==> config.mk <==
export PLATFORM = sky130hd
export DESIGN_NAME = cp0_top
export DESIGN_NICKNAME = d
export VERILOG_FILES = /design/src/cp0_pkg.sv /design/src/cp0_top.sv /design/src/cp0_read_mux.sv /design/src/cp0_regs.sv /design/src/cp0_write_arbiter.sv /design/src/cp0_exc_unit.sv /design/src/cp0_timer.sv
export SDC_FILE = /design/constraint.sdc
export NUM_CORES = 1
export LEC_CHECK = 0
export ABC_CLOCK_PERIOD_IN_PS = 7600
export BUFFER_PORTS_ARGS = -buffer_cell sky130_fd_sc_hd__buf_2
export CAP_MARGIN = 25
export CELL_PAD_IN_SITES_DETAIL_PLACEMENT = 1
export CELL_PAD_IN_SITES_GLOBAL_PLACEMENT = 2
export CORE_ASPECT_RATIO = 0.5
export CORE_MARGIN = 3
export CORE_UTILIZATION = 38
export DETAILED_ROUTE_END_ITERATION = 10
export MAX_ROUTING_LAYER = met4
export PLACE_DENSITY = 0.84
export RECOVER_POWER = 25
export SLEW_MARGIN = 25
export SYNTH_ARGS = -nofsm -noshare
export SYNTH_HDL_FRONTEND = slang
export SYNTH_HIERARCHICAL = 1
export SYNTH_SLANG_ARGS = --single-unit
==> constraint.sdc <==
create_clock -name clk -period 7.6 [get_ports clk]
set_clock_uncertainty 0.15 [all_clocks]
set_input_delay 1.52 -clock clk [delete_from_list [all_inputs] [get_ports clk]]
set_output_delay 1.52 -clock clk [all_outputs]
set_load 0.05 [all_outputs]
==> src/cp0_pkg.sv <==
`default_nettype none

package cp0_pkg;

	typedef logic [31:0] word_t;      // data, address or register value
	typedef logic [4:0]  reg_addr_t;  // coprocessor register number
	typedef logic [2:0]  reg_sel_t;
	typedef logic [31:0] exc_vec_t;   // exception flags from the pipeline
	typedef logic [4:0]  exc_code_t;
	typedef logic [5:0]  hw_irq_t;
	typedef logic [1:0]  sw_irq_t;
	typedef logic [1:0]  evt_kind_t;  // kind of a commit request

	// registers carried on the write bus
	typedef enum logic [2:0] {
		WR_NONE,
		WR_STATUS,
		WR_CAUSE,
		WR_EPC,
		WR_BADVADDR,
		WR_COUNT,
		WR_COMPARE
	} cp0_reg_e;

	localparam evt_kind_t EVT_ERET = 2'd0;
	localparam evt_kind_t EVT_EXC  = 2'd1;
	localparam evt_kind_t EVT_INT  = 2'd2;

	localparam exc_code_t EXC_INT  = 5'd0;
	localparam exc_code_t EXC_ADEL = 5'd4;  // load or fetch misaligned
	localparam exc_code_t EXC_ADES = 5'd5;  // store misaligned
	localparam exc_code_t EXC_SYS  = 5'd8;
	localparam exc_code_t EXC_BP   = 5'd9;
	localparam exc_code_t EXC_RI   = 5'd10;
	localparam exc_code_t EXC_OV   = 5'd12;
	localparam exc_code_t EXC_TR   = 5'd13;

	// flag positions in exc_type, other bits are ignored
	localparam int EXCB_ADEL = 4;
	localparam int EXCB_ADES = 5;
	localparam int EXCB_SYS  = 8;
	localparam int EXCB_BP   = 9;
	localparam int EXCB_RI0  = 10;
	localparam int EXCB_RI1  = 11;
	localparam int EXCB_OV   = 12;
	localparam int EXCB_TR   = 13;

	localparam reg_addr_t REG_BADVADDR = 5'd8;
	localparam reg_addr_t REG_COUNT    = 5'd9;
	localparam reg_addr_t REG_COMPARE  = 5'd11;
	localparam reg_addr_t REG_STATUS   = 5'd12;
	localparam reg_addr_t REG_CAUSE    = 5'd13;
	localparam reg_addr_t REG_EPC      = 5'd14;
	localparam reg_addr_t REG_PRID     = 5'd15;
	localparam reg_sel_t  REG_SEL0     = 3'd0;  // every kept register sits on select 0

	localparam int STATUS_IE    = 0;
	localparam int STATUS_EXL   = 1;
	localparam int STATUS_IM_LO = 8;
	localparam int STATUS_IM_HI = 15;
	localparam int STATUS_BEV   = 22;  // reads as one

	localparam int CAUSE_EXC_LO = 2;
	localparam int CAUSE_EXC_HI = 6;
	localparam int CAUSE_IP_LO  = 8;
	localparam int CAUSE_IP_HI  = 15;
	localparam int CAUSE_TI     = 30;
	localparam int CAUSE_BD     = 31;

endpackage

`default_nettype wire
==> src/cp0_top.sv <==
`timescale 1ns/1ps
`default_nettype none

module cp0_top #(
	parameter cp0_pkg::word_t EXC_VECTOR = 32'hbfc0_0380,
	parameter cp0_pkg::word_t PRID_VALUE = 32'h0001_8000
) (
	input  wire                      clk,
	input  wire                      rst_n,
	input  wire                      wcp0,
	input  wire                      eret,
	input  wire                      is_delayslot,
	input  wire cp0_pkg::reg_addr_t  waddr,
	input  wire cp0_pkg::reg_addr_t  raddr,
	input  wire cp0_pkg::reg_sel_t   wsel,
	input  wire cp0_pkg::reg_sel_t   rsel,
	input  wire cp0_pkg::word_t      wdata,
	input  wire cp0_pkg::word_t      victim_inst_addr,
	input  wire cp0_pkg::word_t      badvaddr,
	input  wire cp0_pkg::exc_vec_t   exc_type,
	input  wire cp0_pkg::hw_irq_t    int_i,
	output cp0_pkg::word_t           cop0_data,
	output logic                     exc_en,
	output cp0_pkg::word_t           pc_exc
);
	import cp0_pkg::*;

	word_t     count, compare, epc, badvaddr_reg;
	logic      timer_int, status_ie, status_exl, cause_bd;
	logic [7:0] status_im, cause_ip;
	exc_code_t cause_code;

	logic      evt_req, evt_bd, evt_commit, evt_enter, evt_eret;
	evt_kind_t evt_kind;
	exc_code_t evt_code;
	word_t     evt_epc, evt_badvaddr;
	hw_irq_t   evt_ip;

	logic      wr_en;
	cp0_reg_e  wr_reg;
	word_t     wr_data;

	cp0_exc_unit #(.EXC_VECTOR(EXC_VECTOR)) u_exc (
		.eret, .wcp0, .waddr, .wsel, .wdata, .exc_type, .int_i, .timer_int,
		.status_ie, .status_exl, .status_im, .cause_sw(cause_ip[1:0]), .epc,
		.victim_inst_addr, .badvaddr, .is_delayslot, .exc_en, .pc_exc,
		.evt_req, .evt_kind, .evt_code, .evt_epc, .evt_bd, .evt_badvaddr, .evt_ip
	);

	cp0_write_arbiter u_arb (
		.wcp0, .waddr, .wsel, .wdata, .evt_req, .evt_kind, .status_exl,
		.wr_en, .wr_reg, .wr_data, .evt_commit, .evt_enter, .evt_eret
	);

	cp0_timer u_timer (
		.clk, .rst_n, .wr_en, .wr_reg, .wr_data, .count, .compare, .timer_int
	);

	cp0_regs u_regs (
		.clk, .rst_n, .wr_en, .wr_reg, .wr_data, .evt_commit, .evt_enter, .evt_eret,
		.evt_code, .evt_epc, .evt_bd, .evt_badvaddr, .evt_ip, .evt_kind,
		.status_ie, .status_exl, .status_im, .cause_code, .cause_ip, .cause_bd,
		.epc, .badvaddr(badvaddr_reg)
	);

	cp0_read_mux #(.PRID_VALUE(PRID_VALUE)) u_rd (
		.raddr, .rsel, .wcp0, .waddr, .wsel, .wdata, .count, .compare, .timer_int,
		.status_ie, .status_exl, .status_im, .cause_code, .cause_ip, .cause_bd,
		.epc, .badvaddr(badvaddr_reg), .cop0_data
	);

endmodule

`default_nettype wire

==> src/cp0_read_mux.sv <==
`timescale 1ns/1ps
`default_nettype none

module cp0_read_mux #(
	parameter cp0_pkg::word_t PRID_VALUE = 32'h0001_8000
) (
	input  wire cp0_pkg::reg_addr_t  raddr,
	input  wire cp0_pkg::reg_sel_t   rsel,
	input  wire                      wcp0,
	input  wire cp0_pkg::reg_addr_t  waddr,
	input  wire cp0_pkg::reg_sel_t   wsel,
	input  wire cp0_pkg::word_t      wdata,
	input  wire cp0_pkg::word_t      count,
	input  wire cp0_pkg::word_t      compare,
	input  wire                      timer_int,
	input  wire                      status_ie,
	input  wire                      status_exl,
	input  wire [7:0]                status_im,
	input  wire cp0_pkg::exc_code_t  cause_code,
	input  wire [7:0]                cause_ip,
	input  wire                      cause_bd,
	input  wire cp0_pkg::word_t      epc,
	input  wire cp0_pkg::word_t      badvaddr,
	output cp0_pkg::word_t           cop0_data
);
	import cp0_pkg::*;

	logic wr_hit;

	assign wr_hit = wcp0 && (waddr == raddr) && (wsel == rsel);  // same-cycle mtc0

	always_comb
	begin
		cop0_data = '0;
		if (rsel == REG_SEL0)
		begin
			case (raddr)
				REG_BADVADDR: cop0_data = badvaddr;
				REG_COUNT:    cop0_data = wr_hit ? wdata : count;
				REG_COMPARE:  cop0_data = wr_hit ? wdata : compare;
				REG_EPC:      cop0_data = wr_hit ? wdata : epc;
				REG_PRID:     cop0_data = PRID_VALUE;
				REG_STATUS:
				begin
					cop0_data[STATUS_BEV] = 1'b1;
					cop0_data[STATUS_IM_HI:STATUS_IM_LO] =
						wr_hit ? wdata[STATUS_IM_HI:STATUS_IM_LO] : status_im;
					cop0_data[STATUS_EXL] = wr_hit ? wdata[STATUS_EXL] : status_exl;
					cop0_data[STATUS_IE]  = wr_hit ? wdata[STATUS_IE] : status_ie;
				end
				REG_CAUSE:
				begin
					cop0_data[CAUSE_BD] = cause_bd;
					cop0_data[CAUSE_TI] = timer_int;
					cop0_data[CAUSE_IP_HI:CAUSE_IP_LO] = cause_ip;
					if (wr_hit)
						cop0_data[CAUSE_IP_LO+1:CAUSE_IP_LO] = wdata[CAUSE_IP_LO+1:CAUSE_IP_LO];
					cop0_data[CAUSE_EXC_HI:CAUSE_EXC_LO] = cause_code;
				end
				default:      cop0_data = '0;
			endcase
		end
	end

endmodule

`default_nettype wire

==> src/cp0_regs.sv <==
`timescale 1ns/1ps
`default_nettype none

module cp0_regs (
	input  wire                      clk,
	input  wire                      rst_n,
	input  wire                      wr_en,
	input  wire cp0_pkg::cp0_reg_e   wr_reg,
	input  wire cp0_pkg::word_t      wr_data,
	input  wire                      evt_commit,
	input  wire                      evt_enter,
	input  wire                      evt_eret,
	input  wire cp0_pkg::exc_code_t  evt_code,
	input  wire cp0_pkg::word_t      evt_epc,
	input  wire                      evt_bd,
	input  wire cp0_pkg::word_t      evt_badvaddr,
	input  wire cp0_pkg::hw_irq_t    evt_ip,
	input  wire cp0_pkg::evt_kind_t  evt_kind,
	output logic                     status_ie,
	output logic                     status_exl,
	output logic [7:0]               status_im,
	output cp0_pkg::exc_code_t       cause_code,
	output logic [7:0]               cause_ip,
	output logic                     cause_bd,
	output cp0_pkg::word_t           epc,
	output cp0_pkg::word_t           badvaddr
);
	import cp0_pkg::*;

	logic addr_exc;

	// only the address errors load BadVAddr
	assign addr_exc = (evt_kind == EVT_EXC) && ((evt_code == EXC_ADEL) || (evt_code == EXC_ADES));

	always_ff @(posedge clk or negedge rst_n)
	begin
		if (!rst_n)
		begin
			status_ie  <= 1'b0;
			status_exl <= 1'b0;
			status_im  <= '0;
			cause_code <= '0;
			cause_ip   <= '0;
			cause_bd   <= 1'b0;
			epc        <= '0;
			badvaddr   <= '0;
		end
		else if (evt_eret)
		begin
			status_exl <= 1'b0;  // back to normal level
		end
		else if (evt_commit)
		begin
			cause_code    <= evt_code;  // recorded even when nested
			cause_ip[7:2] <= evt_ip;
			if (evt_enter)
			begin
				status_exl <= 1'b1;
				epc        <= evt_epc;
				cause_bd   <= evt_bd;
				if (addr_exc)
					badvaddr <= evt_badvaddr;
			end
		end
		else if (wr_en)
		begin
			case (wr_reg)
				WR_STATUS:
				begin
					status_ie  <= wr_data[STATUS_IE];
					status_exl <= wr_data[STATUS_EXL];
					status_im  <= wr_data[STATUS_IM_HI:STATUS_IM_LO];
				end
				WR_CAUSE:
				begin
					cause_ip[1:0] <= wr_data[CAUSE_IP_LO+1:CAUSE_IP_LO];  // sw interrupt bits only
				end
				WR_EPC:
				begin
					epc <= wr_data;
				end
				default:
				begin
					// BadVAddr is read-only to software, timer owns Count and Compare
				end
			endcase
		end
	end

endmodule

`default_nettype wire

==> src/cp0_write_arbiter.sv <==
`timescale 1ns/1ps
`default_nettype none

module cp0_write_arbiter (
	input  wire                      wcp0,
	input  wire cp0_pkg::reg_addr_t  waddr,
	input  wire cp0_pkg::reg_sel_t   wsel,
	input  wire cp0_pkg::word_t      wdata,
	input  wire                      evt_req,
	input  wire cp0_pkg::evt_kind_t  evt_kind,
	input  wire                      status_exl,
	output logic                     wr_en,
	output cp0_pkg::cp0_reg_e        wr_reg,
	output cp0_pkg::word_t           wr_data,
	output logic                     evt_commit,
	output logic                     evt_enter,
	output logic                     evt_eret
);
	import cp0_pkg::*;

	cp0_reg_e sw_reg;

	// mtc0 address decode
	always_comb
	begin
		sw_reg = WR_NONE;
		if (wsel == REG_SEL0)
		begin
			case (waddr)
				REG_STATUS:   sw_reg = WR_STATUS;
				REG_CAUSE:    sw_reg = WR_CAUSE;
				REG_EPC:      sw_reg = WR_EPC;
				REG_BADVADDR: sw_reg = WR_BADVADDR;
				REG_COUNT:    sw_reg = WR_COUNT;
				REG_COMPARE:  sw_reg = WR_COMPARE;
				default:      sw_reg = WR_NONE;  // PRId and unknown
			endcase
		end
	end

	// eret, exception and interrupt come ranked from the exception unit
	assign evt_commit = evt_req;
	assign evt_eret   = evt_req && (evt_kind == EVT_ERET);
	assign evt_enter  = evt_req && (evt_kind != EVT_ERET) && !status_exl;  // no nested entry

	// software write only gets the bus when no event is committing
	assign wr_en   = wcp0 && !evt_req && (sw_reg != WR_NONE);
	assign wr_reg  = wr_en ? sw_reg : WR_NONE;
	assign wr_data = wr_en ? wdata : '0;

endmodule

`default_nettype wire

==> src/cp0_exc_unit.sv <==
`timescale 1ns/1ps
`default_nettype none

module cp0_exc_unit #(
	parameter cp0_pkg::word_t EXC_VECTOR = 32'hbfc0_0380
) (
	input  wire                      eret,
	input  wire                      wcp0,
	input  wire cp0_pkg::reg_addr_t  waddr,
	input  wire cp0_pkg::reg_sel_t   wsel,
	input  wire cp0_pkg::word_t      wdata,
	input  wire cp0_pkg::exc_vec_t   exc_type,
	input  wire cp0_pkg::hw_irq_t    int_i,
	input  wire                      timer_int,
	input  wire                      status_ie,
	input  wire                      status_exl,
	input  wire [7:0]                status_im,
	input  wire cp0_pkg::sw_irq_t    cause_sw,
	input  wire cp0_pkg::word_t      epc,
	input  wire cp0_pkg::word_t      victim_inst_addr,
	input  wire cp0_pkg::word_t      badvaddr,
	input  wire                      is_delayslot,
	output logic                     exc_en,
	output cp0_pkg::word_t           pc_exc,
	output logic                     evt_req,
	output cp0_pkg::evt_kind_t       evt_kind,
	output cp0_pkg::exc_code_t       evt_code,
	output cp0_pkg::word_t           evt_epc,
	output logic                     evt_bd,
	output cp0_pkg::word_t           evt_badvaddr,
	output cp0_pkg::hw_irq_t         evt_ip
);
	import cp0_pkg::*;

	hw_irq_t   hw_src;
	hw_irq_t   hw_pend;
	sw_irq_t   sw_pend;
	logic      int_take;
	logic      exc_any;
	logic      epc_fwd;
	exc_code_t exc_code;

	assign hw_src  = {int_i[5] | timer_int, int_i[4:0]};  // timer shares line 5
	assign hw_pend = status_exl ? '0 : (hw_src & status_im[7:2]);
	assign sw_pend = status_exl ? '0 : (cause_sw & status_im[1:0]);
	assign int_take = status_ie && ((hw_pend != '0) || (sw_pend != '0));

	assign exc_any = exc_type[EXCB_ADEL] | exc_type[EXCB_ADES] | exc_type[EXCB_SYS]
		| exc_type[EXCB_BP] | exc_type[EXCB_RI0] | exc_type[EXCB_RI1]
		| exc_type[EXCB_OV] | exc_type[EXCB_TR];

	// highest priority flag wins, Int when no flag is kept
	always_comb
	begin
		if (exc_type[EXCB_ADEL])
			exc_code = EXC_ADEL;
		else if (exc_type[EXCB_ADES])
			exc_code = EXC_ADES;
		else if (exc_type[EXCB_SYS])
			exc_code = EXC_SYS;
		else if (exc_type[EXCB_BP])
			exc_code = EXC_BP;
		else if (exc_type[EXCB_RI0] || exc_type[EXCB_RI1])
			exc_code = EXC_RI;
		else if (exc_type[EXCB_OV])
			exc_code = EXC_OV;
		else if (exc_type[EXCB_TR])
			exc_code = EXC_TR;
		else
			exc_code = EXC_INT;
	end

	// mtc0 to EPC in the same cycle as eret is still in flight
	assign epc_fwd = wcp0 && (waddr == REG_EPC) && (wsel == REG_SEL0);

	always_comb
	begin
		if (eret)
			pc_exc = epc_fwd ? wdata : epc;
		else if (exc_any || int_take)
			pc_exc = EXC_VECTOR;
		else
			pc_exc = '0;
	end

	assign exc_en  = eret || exc_any || int_take;
	assign evt_req = exc_en;

	always_comb
	begin
		if (eret)
			evt_kind = EVT_ERET;
		else if (exc_any)
			evt_kind = EVT_EXC;
		else
			evt_kind = EVT_INT;
	end

	assign evt_code = exc_code;
	assign evt_bd   = is_delayslot;
	assign evt_epc  = is_delayslot ? (victim_inst_addr - 32'd4) : victim_inst_addr;
	assign evt_ip   = hw_pend;

	// misaligned fetch takes priority over a bad data address
	assign evt_badvaddr = ((exc_code == EXC_ADEL) && (victim_inst_addr[1:0] != 2'b00)) ?
		victim_inst_addr : badvaddr;

endmodule

`default_nettype wire

==> src/cp0_timer.sv <==
`timescale 1ns/1ps
`default_nettype none

module cp0_timer (
	input  wire                     clk,
	input  wire                     rst_n,
	input  wire                     wr_en,
	input  wire cp0_pkg::cp0_reg_e  wr_reg,
	input  wire cp0_pkg::word_t     wr_data,
	output cp0_pkg::word_t          count,
	output cp0_pkg::word_t          compare,
	output logic                    timer_int
);
	import cp0_pkg::*;

	logic count_wr;
	logic compare_wr;
	logic match;

	assign count_wr   = wr_en && (wr_reg == WR_COUNT);
	assign compare_wr = wr_en && (wr_reg == WR_COMPARE);
	assign match      = (count == compare) && (count != '0);  // zero count never fires

	always_ff @(posedge clk or negedge rst_n)
	begin
		if (!rst_n)
		begin
			count <= '0;
		end
		else if (count_wr)
		begin
			count <= wr_data;  // counts on from here next cycle
		end
		else
		begin
			count <= count + 32'd1;  // wraps at full word
		end
	end

	always_ff @(posedge clk or negedge rst_n)
	begin
		if (!rst_n)
		begin
			compare   <= '0;
			timer_int <= 1'b0;
		end
		else if (compare_wr)
		begin
			compare   <= wr_data;
			timer_int <= 1'b0;  // compare write acks the timer
		end
		else if (match)
		begin
			timer_int <= 1'b1;
		end
	end

endmodule

`default_nettype wire

; ---- Word-level counts from Yosys, hierarchy flattened
; Cells that the tools add are included.
[op_classes]
n_reduce_logical = 44
n_mux = 48
add_sub_neg = 2
n_eq_ne = 26
n_bitwise = 12
[op_table]
columns = op, count
row1 = 2-to-1 mux 32 bit, 15
row2 = equality test 5 x 4 -> 1 bit (second input constant), 13
row3 = case mux 8 bit (7 select lines), 1
row4 = adder 32 x 1 -> 32 bit (second input constant), 1
row5 = equality test 32 bit, 1
row6 = nonzero test 32 bit, 1
row7 = subtractor 32 x 3 -> 32 bit (second input constant), 1
row8 = 2-to-1 mux 5 bit, 6
row9 = case mux 6 bit (5 select lines), 1
row10 = case mux 7 bit (4 select lines), 1
row11 = case mux 5 bit (5 select lines), 1
row12 = case mux 2 bit (5 select lines), 2
row13 = case mux 3 bit (6 select lines), 1
row14 = AND reduction 4 bit, 4
row15 = logical AND 1 bit, 15
row16 = nonzero test 2 bit, 6
row17 = equality test 5 x 3 -> 1 bit (second input constant), 2
row18 = 2-to-1 mux 1 bit, 9
row19 = nonzero test 3 bit, 3
row20 = 2-to-1 mux 2 bit, 4
row21 = 2-to-1 mux 8 bit, 1
row22 = OR 1 bit, 8
row23 = AND 6 bit, 1
row24 = equality test 3 x 2 -> 1 bit (second input constant), 2
row25 = other kinds (21), 32
[totals]
reg_bits = 153
input_bits = 155
wordCells = 144

; ---- Logic depth before layout (Yosys ltp)
; Gate-level depths: netlist of the first run.
[logic_depth]
word_depth = 18
ltp_mapped = 13

; ---- Hierarchy
; Netlist of the first run, hierarchy kept.
[by_module_without_submodules]
columns = mod, cells_per_inst, n_inst, seq_area_each_um2, area_each_um2
row1 = cp0_regs, 233, 1, 2202.1, 3901.2
row2 = cp0_timer, 345, 1, 1626.6, 3530.9
row3 = cp0_read_mux, 323, 1, 0.0, 2175.8
row4 = cp0_exc_unit, 272, 1, 0.0, 1794.2
row5 = cp0_write_arbiter, 56, 1, 0.0, 382.9

; ---- Worst setup path before layout of the first run
; Ideal clock, no wire load.
[synth_timing]
path_type = input -> output
from = in raddr[2]
to = out cop0_data[24]
t_arrival_ns = 3.599
path_buffers = 2
required_ns = 5.930
path_stages = 7
slack_ns = 2.331
cell_sequence = buf_6 > xnor2_2 > nand3_2 > nor3_2 > buf_4 > mux2_2 > a31oi_1
[synth_via]
elab_chain_len = 6
[synth_rtl]
columns = element, line_no
row1 = "start, declared", cp0_top.sv:14  ; input wire cp0_pkg::reg_addr_t raddr,
row2 = equality test 5 bit, cp0_read_mux.sv:30  ; assign wr_hit = wcp0 && (waddr == raddr) && (wsel == rsel);
row3 = logical AND 1 bit (2 in a row), cp0_read_mux.sv:30
row4 = "2-to-1 mux 32 bit, on equally long branches", "cp0_read_mux.sv:41, cp0_read_mux.sv:39, cp0_read_mux.sv:40"
row5 = case mux 7 bit (4 select lines) (*), cp0_read_mux.sv:37  ; case (raddr)
row6 = 2-to-1 mux 32 bit (*), cp0_read_mux.sv:35  ; if (rsel == REG_SEL0)
row7 = "end, declared", cp0_top.sv:22  ; output cp0_pkg::word_t cop0_data,
; Every way passes the cells marked *; elsewhere a longest branch is shown, timed or not.

; ---- Worst setup path after layout of the first run
[layout_timing]
from = in raddr[4]
to = out cop0_data[1]
[layout_via]
elab_chain_len = 6
[layout_rtl]
columns = element, line_no
row1 = equality test 5 bit, cp0_read_mux.sv:30
row2 = logical AND 1 bit (2 in a row), cp0_read_mux.sv:30
row3 = "2-to-1 mux 1 bit, or another cell as far along", cp0_read_mux.sv:48  ; cop0_data[STATUS_EXL] = wr_hit ? wdata[STATUS_EXL] : status_exl;
row4 = case mux 2 bit (5 select lines) (*), cp0_read_mux.sv:37
row5 = 2-to-1 mux 32 bit (*), cp0_read_mux.sv:35
; Marks and branches as above.

==> flow_summary.ini, run 1 <==
[outcome]
status = finished, violations left
violations = max-capacitance violations, max-slew violations

[global_routing]
antenna_found_initial = 0
grt_max_degree = 90
overflow = 0
grt_pass1_wl_um = 69200
grtUsageTotal_pct = 28.7
grt_pass1_vias = 11100

[placed_design]
place_congestion = 0.922
hpwl_um = 34700
dp_slack_ns = 1.56
portBuffers = 195
placed_cell_area_mm2 = 0.0128

[power_and_ir_drop]
ir_drop_mv = 0.130
total_leakage_power_uw = 0.00585
powerDensity_mw_per_mm2 = 177
finalPower_uw = 2390

[detailed_routing]
ant_nets = 0
wirelength_um = 46500
wl_per_cell_um = 26.3
dr.pass1.iters = 6
drc = 0
viasPerCell = 6.15
dr_total_vias = 10900
first_iter_violations = 949

[synthesis]
async_reset_ff_share_pct = 100
syn_area_mm2 = 0.0118
yosys.area.top_type = dfrtp_1
synth-main-ff-cell = dfrtp_1
yosysSeqAreaShare_pct = 32.5
synth_cell_types = 83
syn_area_per_cell_um2 = 9.59
yosys-top-cells-area = dfrtp_1, mux2_2, nand2_1, mux2_4, xnor2_1
synthCells = 1229
synth_top_area_share_pct = 32.5
synth_most_common_cell = mux2_2
synthTopCellsByCount = mux2_2, nand2_1, dfrtp_1
ys_ff_latch = 153
syn_nets = 1387
ys.warnings.count = 6
synth_edf_count = 0

[layout]
drive_gt1_share_pct = 34.8
area_delta_synth_final_pct = 14.4
layout.nets = 1522
diodes = 0
fin_area_mm2 = 0.0135

[cts]
htreeDepth = 4
cts_hold_buf = 0
clockRootBuffer = clkbuf_16
postCtsSetupBuffers = 0
path_clk_slew_ns = 0.06
clockBufferDepth = 2
clock_latency_ns = 0.45
ctsResizeCount = 0
cts_buffers = 17
cts_tree = done
numClockSinks = 153

[timing]
finalHoldViolations = 0
worst_slew_pin_slew_ns = 3.94
fin_setup_tns_ns = 0
period_needed_ns = 6.10
finalCritPeriodShare_pct = 80.3
final_max_slew_viol_count = 66
rsz0062_at_grt = false
maxSlewHeadroom_pct = -163
max_freq_mhz = 164
setup_viol = 0
setup_slack_ns = 1.50

[worst_setup_path]
worst_ep_required_time_ns = 5.93
critPathKind = in -> out
arrival_ns = 4.43
cp_max_fo = 11
end_kind = output port
start_kind = input pin

[run]
max-cap-violations = 1

[floorplanning]
dieArea_mm2 = 0.0333
io-pin-count = 220
start_util_pct = 39.6
rows = 44
fp.dieW_um = 255
core_area_mm2 = 0.0297
die_h_um = 131

[hold_path]
hold_path_class = reg -> reg
==> worst max-delay path, stage by stage <==
cell and delay, ns:
buf_2 0.12, nand2b_1 0.40, nor4_1 0.88, o31ai_2 0.44
or2_2 0.48, a31oi_1 0.25, buf_2 0.32
==> metrics by stage <==
stage	hold slack, ns	instances	utilization, %
finish	0.359	1767	45.3
floorplan	0.316	1229	-
global placement	0.339	1735	43.2
CTS	0.360	1766	45.3
global route	0.381	1767	45.3
detailed placement	0.347	1735	43.2
==> placed cells by master, fill, tap and decap left out, types with 7 or more instances in the layout <==
master     synthesis  final
dfrtp_1          153    153
o31ai_1           17     16
o21ai_0           23     23
nand3_1           40     40
buf_2             28    194
o211ai_1          13     13
mux2_2           168    168
inv_1             15     15
or4_1             22     22
and3_1            42     42
nor2_1            57     56
mux2_4            30     30
mux2i_1           19     19
buf_4             14     16
a21boi_0          21     21
a22oi_1           20     20
xor2_1            41     41
a221o_1            7      7
nand2_1          160    160
clkbuf_16          0     17
xnor2_1           44     44
a31oi_1           56     56
nor4_1            18     18
a21oi_1           16     16
a22o_1            10     10
nor3_1            17     17
nor4_2             8      8
nand4_1           16     16
==> routing by layer <==
metal  part of all wire [%]  global-route usage [%]  vias to the layer above
li1                       -                       -                     4804
met1                     46                    39.6                     5598
met5                      0                       -                        -
met3                    7.3                    4.55                       48
met2                     45                    44.3                      413
met4                    1.7                    6.86                        0
==> cell type report <==
cell class / count / area [µm²]
clock buffer: 20 / 447
clock inverter: 11 / 171
fill: 3442 / 16200
inverter: 15 / 56.3
multi-input combinational: 964 / 7360
sequential: 153 / 3830
tap: 391 / 489
timing repair buffer: 213 / 1130
==> power breakdown <==
group / switching (µW) / leakage [µW] / internal [µW]
clock network: 371 / 0.000296 / 557
logic: 281 / 0.00357 / 198
registers: 76.0 / 0.00198 / 908
==> logic make-up after synthesis <==
kind of cell             Yosys count  synth area share (%)
adder cells (fa/ha/maj)            3                 0.319
flip-flops                       153                  32.5
other                              1                0.0318
AO/OA/AOI/OAI                    212                  12.7
AND/OR/NAND/NOR                  445                  21.2
multiplexers                     217                  21.5
buffers and inverters            112                  5.32
XOR/XNOR                          86                  6.46
==> final timing paths <==
kind                       cells after the start                   to           startpoint  slack, ns
max in group asynchronous                      2  u_regs/badvaddr[26]                rst_n       1.99
min                                            1  u_regs/badvaddr[27]  u_regs/badvaddr[27]       0.36
min reg2reg                                    1  u_regs/badvaddr[27]  u_regs/badvaddr[27]       0.36
max                                            7         cop0_data[1]             raddr[4]       1.50
min in group asynchronous                      1       u_regs/epc[10]                rst_n       0.98
max reg2reg                                   12    u_timer/timer_int    u_timer/timer_int       2.72
Note: power is estimated with default switching activity, not from simulation.
==> run 2, diff against run 1 <==
--- a/config.mk
+++ b/config.mk
@@ -5,17 +5,17 @@
 export SDC_FILE = /design/constraint.sdc
 export NUM_CORES = 1
 export LEC_CHECK = 0
-export ABC_CLOCK_PERIOD_IN_PS = 7600
+export ABC_CLOCK_PERIOD_IN_PS = 5200
 export BUFFER_PORTS_ARGS = -buffer_cell sky130_fd_sc_hd__buf_2
 export CAP_MARGIN = 25
 export CELL_PAD_IN_SITES_DETAIL_PLACEMENT = 1
 export CELL_PAD_IN_SITES_GLOBAL_PLACEMENT = 2
 export CORE_ASPECT_RATIO = 0.5
 export CORE_MARGIN = 3
-export CORE_UTILIZATION = 38
+export CORE_UTILIZATION = 32
 export DETAILED_ROUTE_END_ITERATION = 10
 export MAX_ROUTING_LAYER = met4
-export PLACE_DENSITY = 0.84
+export PLACE_DENSITY = 0.75
 export RECOVER_POWER = 25
 export SLEW_MARGIN = 25
 export SYNTH_ARGS = -nofsm -noshare
==> constraint.sdc (replaced) <==
create_clock -name clk -period 5.2 [get_ports clk]
set_clock_uncertainty 0.15 [all_clocks]
set_input_delay 1.04 -clock clk [delete_from_list [all_inputs] [get_ports clk]]
set_output_delay 1.04 -clock clk [all_outputs]
set_load 0.05 [all_outputs]
==> run 2 against run 1 <==
The run still ends with max-capacitance violations, max-slew violations left. Via count is 0.18% lower. Register-to-register slack worse by 1.5 ns. Combinational power is 47% higher.
==> flow_summary.ini, run 2 (synthesis gave the netlist of run 1 again) <==
[outcome]
status = finished, violations left
violations = max-capacitance violations, max-slew violations

[power_and_ir_drop]
powerDensity_mw_per_mm2 = 249
p_seq_share_pct = 42.0
finalPower_uw = 3430
switchingPower_uw = 1090
ir_drop_mv = 0.165
pwr-share-comb_pct = 20.5
clkPwrFrac_pct = 37.5
internal_power_uw = 2350
switching_share_pct = 31.7
total_leakage_power_uw = 0.00597

[worst_setup_path]
cp_slowest_cell = nor3b_4
critPathBufInv = 2
cpMostUsedCell = buf_2
critPathKind = in -> out
cp_slowest_stage_delay_ns = 0.58
worst_ep_required_time_ns = 4.01
r2r_cells = 9
critical_path_depth = 7
timing.rr.end = u_regs/epc[16]
cp_max_fo = 17
cp_cell_sequence = buf_2 > and3b_1 > nor3b_4 > a222oi_1 > a21o_1 > a31oi_1 > buf_2
crit_family = simple AND/OR/NAND/NOR gates
start_kind = input pin
endpoint = cop0_data[8]
startpoint = raddr[2]
timing.rr.start = u_timer/timer_int
arrival_ns = 3.60
rrSetupSlack_ns = 1.23
end_kind = output port

[layout]
layout_common_cells = buf_2, mux2_2, nand2_1
register_area_mm2 = 0.00383
multi_input_area_mm2 = 0.00735
final_common_cell = buf_2
area_delta_synth_final_pct = 17.1
drive_gt1_share_pct = 35.7
fin_area_mm2 = 0.0138
fin_cells = 1876
nFillCells = 4082
layout.nets = 1545

[timing]
rsz0062_at_grt = false
finalCritPeriodShare_pct = 92.0
final_max_slew_viol_count = 48
finalHoldViolations = 0
maxSlewHeadroom_pct = -72.5
worst_slew_pin_slew_ns = 2.59
fin_setup_tns_ns = 0
setup_viol = 0
period_needed_ns = 4.79
max_freq_mhz = 209

[global_routing]
grtUsageTotal_pct = 25.0
antenna_found_initial = 1
grt_max_degree = 95
grt_pass1_wl_um = 72600
grt_pass1_vias = 11300
overflow = 0

[cts]
htreeDepth = 4
numClockSinks = 153
cts_hold_buf = 0
ctsResizeCount = 0
path_clk_slew_ns = 0.06
clock_latency_ns = 0.45
cts_buffers = 17
clockBufferDepth = 2
cts_tree = done
postCtsSetupBuffers = 0
clockRootBuffer = clkbuf_16

[floorplanning]
dieArea_mm2 = 0.0393
io-pin-count = 220
start_util_pct = 33.3
fp.dieW_um = 277
die_h_um = 142
core_area_mm2 = 0.0354
rows = 48

[placed_design]
place_congestion = 0.905
placed_cell_area_mm2 = 0.0132
hpwl_um = 37300
dp_cells = 1842
portBuffers = 195

[detailed_routing]
wirelength_um = 48300
first_iter_violations = 1033
wl_per_cell_um = 25.7
dr.pass1.iters = 8
dr_total_vias = 10800
ant_nets = 0
viasPerCell = 5.78
drc = 0

[hold_path]
hold_path_depth = 1
hold_path_class = reg -> reg

[run]
max-cap-violations = 1
[run 2: worst min-delay path by stage]
| stage | start | end | slack [ns] |
|---|---|---|---|
| floorplan | u_timer/timer_int | u_timer/timer_int | 0.32 |
| global placement | u_regs/cause_bd | u_regs/cause_bd | 0.34 |
| detailed placement | u_regs/cause_bd | u_regs/cause_bd | 0.34 |
| CTS | u_regs/cause_bd | u_regs/cause_bd | 0.36 |
| global route | u_regs/cause_ip[3] | u_regs/cause_ip[3] | 0.37 |
| finish | u_regs/cause_bd | u_regs/cause_bd | 0.36 |
[run 2: layout make-up]
| type | instances | area share (%) |
|---|---|---|
| repair buffers | 236 | 10.0 |
| clock inverters | 12 | 0.988 |
| diodes | 1 | 0.0181 |
| clock buffers | 20 | 3.24 |
| multi-input cells | 964 | 53.3 |
| inverters | 15 | 0.408 |
| well taps | 475 | 4.31 |
| flip-flops and latches | 153 | 27.8 |
[run 2: per-layer routing]
layer | vias to the layer above | share of wire [%] | global-route usage, %
met1 | 5612 | 48 | 34.7
li1 | 4862 | - | -
met5 | - | 0 | -
met4 | 0 | 1.3 | 5.08
met3 | 42 | 5.4 | 3.52
met2 | 327 | 46 | 39.0
[run 2: stage by stage]
step | utilization, % | worst slack (ns) | hold WS [ns]
floorplan | - | 0.891 | 0.316
global placement | 37.3 | 0.471 | 0.339
detailed placement | 37.4 | 0.493 | 0.344
CTS | 39.0 | 0.482 | 0.358
global route | 39.0 | 0.334 | 0.373
finish | 39.0 | 0.414 | 0.359
[run 2: power by group through the flow]
stage                     logic, µW  registers, µW  clock network, µW
after global routing            752           1460               1360
after floorplan                 472           1410                  0
after global placement          683           1460                  0
after CTS                       705           1440               1310
final                           703           1440               1290
after detailed placement        701           1460                  0
==> run 3, diff against run 2 <==
--- a/config.mk
+++ b/config.mk
@@ -10,11 +10,10 @@
 export CAP_MARGIN = 25
 export CELL_PAD_IN_SITES_DETAIL_PLACEMENT = 1
 export CELL_PAD_IN_SITES_GLOBAL_PLACEMENT = 2
-export CORE_ASPECT_RATIO = 0.5
+export CORE_ASPECT_RATIO = 1.1
 export CORE_MARGIN = 3
 export CORE_UTILIZATION = 32
 export DETAILED_ROUTE_END_ITERATION = 10
-export MAX_ROUTING_LAYER = met4
 export PLACE_DENSITY = 0.75
 export RECOVER_POWER = 25
 export SLEW_MARGIN = 25
==> run 3 against run 2 <==
The flow still finishes with violations (max-capacitance violations, max-slew violations). Setup slack gained 0.11 ns. Global-route usage shrank 1.3 points. Highest routed layer unchanged. Combinational power is essentially flat. Clock-buffer cell count grew 2. Sequential power is essentially flat. Clock power shrank 5%. Register-to-register slack lost 0.10 ns.
==> flow_summary.ini, run 3 (synthesis gave the netlist of run 1 again) <==
[outcome]
status = finished, violations left
violations = max-capacitance violations, max-slew violations

[floorplanning]
rows = 73
start_util_pct = 32.5
die_h_um = 207
fp.dieW_um = 189
core_area_mm2 = 0.0363
io-pin-count = 220
dieArea_mm2 = 0.0392

[detailed_routing]
drc = 0
viasPerCell = 5.67
first_iter_violations = 785
dr.pass1.iters = 5
wirelength_um = 47400
wl_per_cell_um = 25.0
dr_total_vias = 10700
ant_nets = 0

[power_and_ir_drop]
pwr-share-comb_pct = 20.8
switching_share_pct = 31.7
ir_drop_mv = 0.208
internal_power_uw = 2310
total_leakage_power_uw = 0.00599
finalPower_uw = 3380
clkPwrFrac_pct = 36.4
p_seq_share_pct = 42.8
switchingPower_uw = 1070
powerDensity_mw_per_mm2 = 243

[timing]
fin_setup_tns_ns = 0
setup_viol = 0
final_max_slew_viol_count = 85
rsz0062_at_grt = false
finalHoldViolations = 0
period_needed_ns = 4.68
max_freq_mhz = 214
finalCritPeriodShare_pct = 90.0
worst_slew_pin_slew_ns = 2.40
maxSlewHeadroom_pct = -59.7

[cts]
htreeDepth = 4
clockBufferDepth = 2
clock_latency_ns = 0.43
cts_buffers = 17
path_clk_slew_ns = 0.07
clockRootBuffer = clkbuf_16
ctsResizeCount = 0
cts_tree = done
numClockSinks = 153
cts_hold_buf = 0
postCtsSetupBuffers = 0

[placed_design]
place_congestion = 0.879
placed_cell_area_mm2 = 0.0133
portBuffers = 195
hpwl_um = 35900

[hold_path]
min-delay-start = u_regs/cause_ip[6]
min_to = u_regs/cause_ip[6]
hold_path_depth = 1
hold_path_class = reg -> reg

[worst_setup_path]
cp_max_fo = 17
timing.rr.end = u_regs/status_im[3]
critPathKind = in -> out
timing.rr.start = u_timer/timer_int
end_kind = output port
startpoint = raddr[0]
arrival_ns = 3.49
rrSetupSlack_ns = 1.13
worst_ep_required_time_ns = 4.01
start_kind = input pin
r2r_cells = 9

[global_routing]
overflow = 0
grtUsageMet2_pct = 39.7
grt_max_degree = 86
grt_pass1_vias = 11300
grt_pass1_wl_um = 71300
use_met3_pct = 4.26
gr-usage-met1_pct = 31.3
grtUsageTotal_pct = 23.7
busiest_layer = met2
antenna_found_initial = 0

[layout]
layout.nets = 1551
final_common_cell = buf_2
area_delta_synth_final_pct = 17.7
drive_gt1_share_pct = 36.1
fin_area_mm2 = 0.0139
diodes = 0
layout_common_cells = buf_2, mux2_2, nand2_1

[run]
max-cap-violations = 1
## run 3: cell types whose count changed in the layout (fill, tap and decap cells not counted), sizes merged
| cell | before | now |
|---|---|---|
| buf | 234 | 241 |
| inv | 20 | 14 |
| clkinv | 2 | 6 |
| bufinv | 2 | 1 |
| clkbuf | 22 | 23 |
| clkinvlp | 3 | 4 |
| diode | 1 | 0 |
## run 3: worst max path at each step
stage,to,slack [ns]
finish,cop0_data[6],0.52
global route,cop0_data[25],0.43
CTS,cop0_data[24],0.58
detailed placement,u_regs/epc[17],0.51
global placement,u_regs/epc[17],0.54
floorplan,cop0_data[24],0.89
## run 3: area by class of cell
type | count | area, µm²
Multi-Input combinational cell | 964 | 7350
Tap cell | 487 | 609
Sequential cell | 153 | 3830
Fill cell | 4240 | 22400
Timing Repair Buffer | 242 | 1460
Inverter | 15 | 56.3
Clock buffer | 22 | 464
Clock inverter | 10 | 96.3
## run 3: per-layer routing
layer / part of all wire (%) / vias to the layer above / routed length [µm]
li1: - / 4868 / -
met1: 44 / 5427 / 20900
met2: 48 / 370 / 22600
met3: 5.7 / 60 / 2720
met4: 2.5 / 0 / 1180
met5: 0 / - / 0
## run 3: power groups by stage
stage               clock network (µW)  registers (µW)  logic [µW]
floorplan                            0            1410         472
global placement                     0            1460         684
detailed placement                   0            1470         701
CTS                               1250            1450         704
global route                      1300            1460         751
finish                            1230            1450         702
## run 3: through the flow
stage | hold slack [ns] | std cells | worst slack (ns) | utilization [%]
finish | 0.360 | 1893 | 0.521 | 38.3
global route | 0.371 | 1893 | 0.432 | 38.3
CTS | 0.363 | 1893 | 0.584 | 38.3
detailed placement | 0.348 | 1861 | 0.510 | 36.7
global placement | 0.338 | 1860 | 0.537 | 36.6
floorplan | 0.316 | 1229 | 0.891 | -
## run 3: worst max-delay path, cell delays in order
cell	delay (ns)
buf_2	0.36
xnor2_1	0.17
nand2_1	0.33
nor3_4	0.25
buf_4	0.33
mux2_2	0.37
a31oi_1	0.28
buf_2	0.33
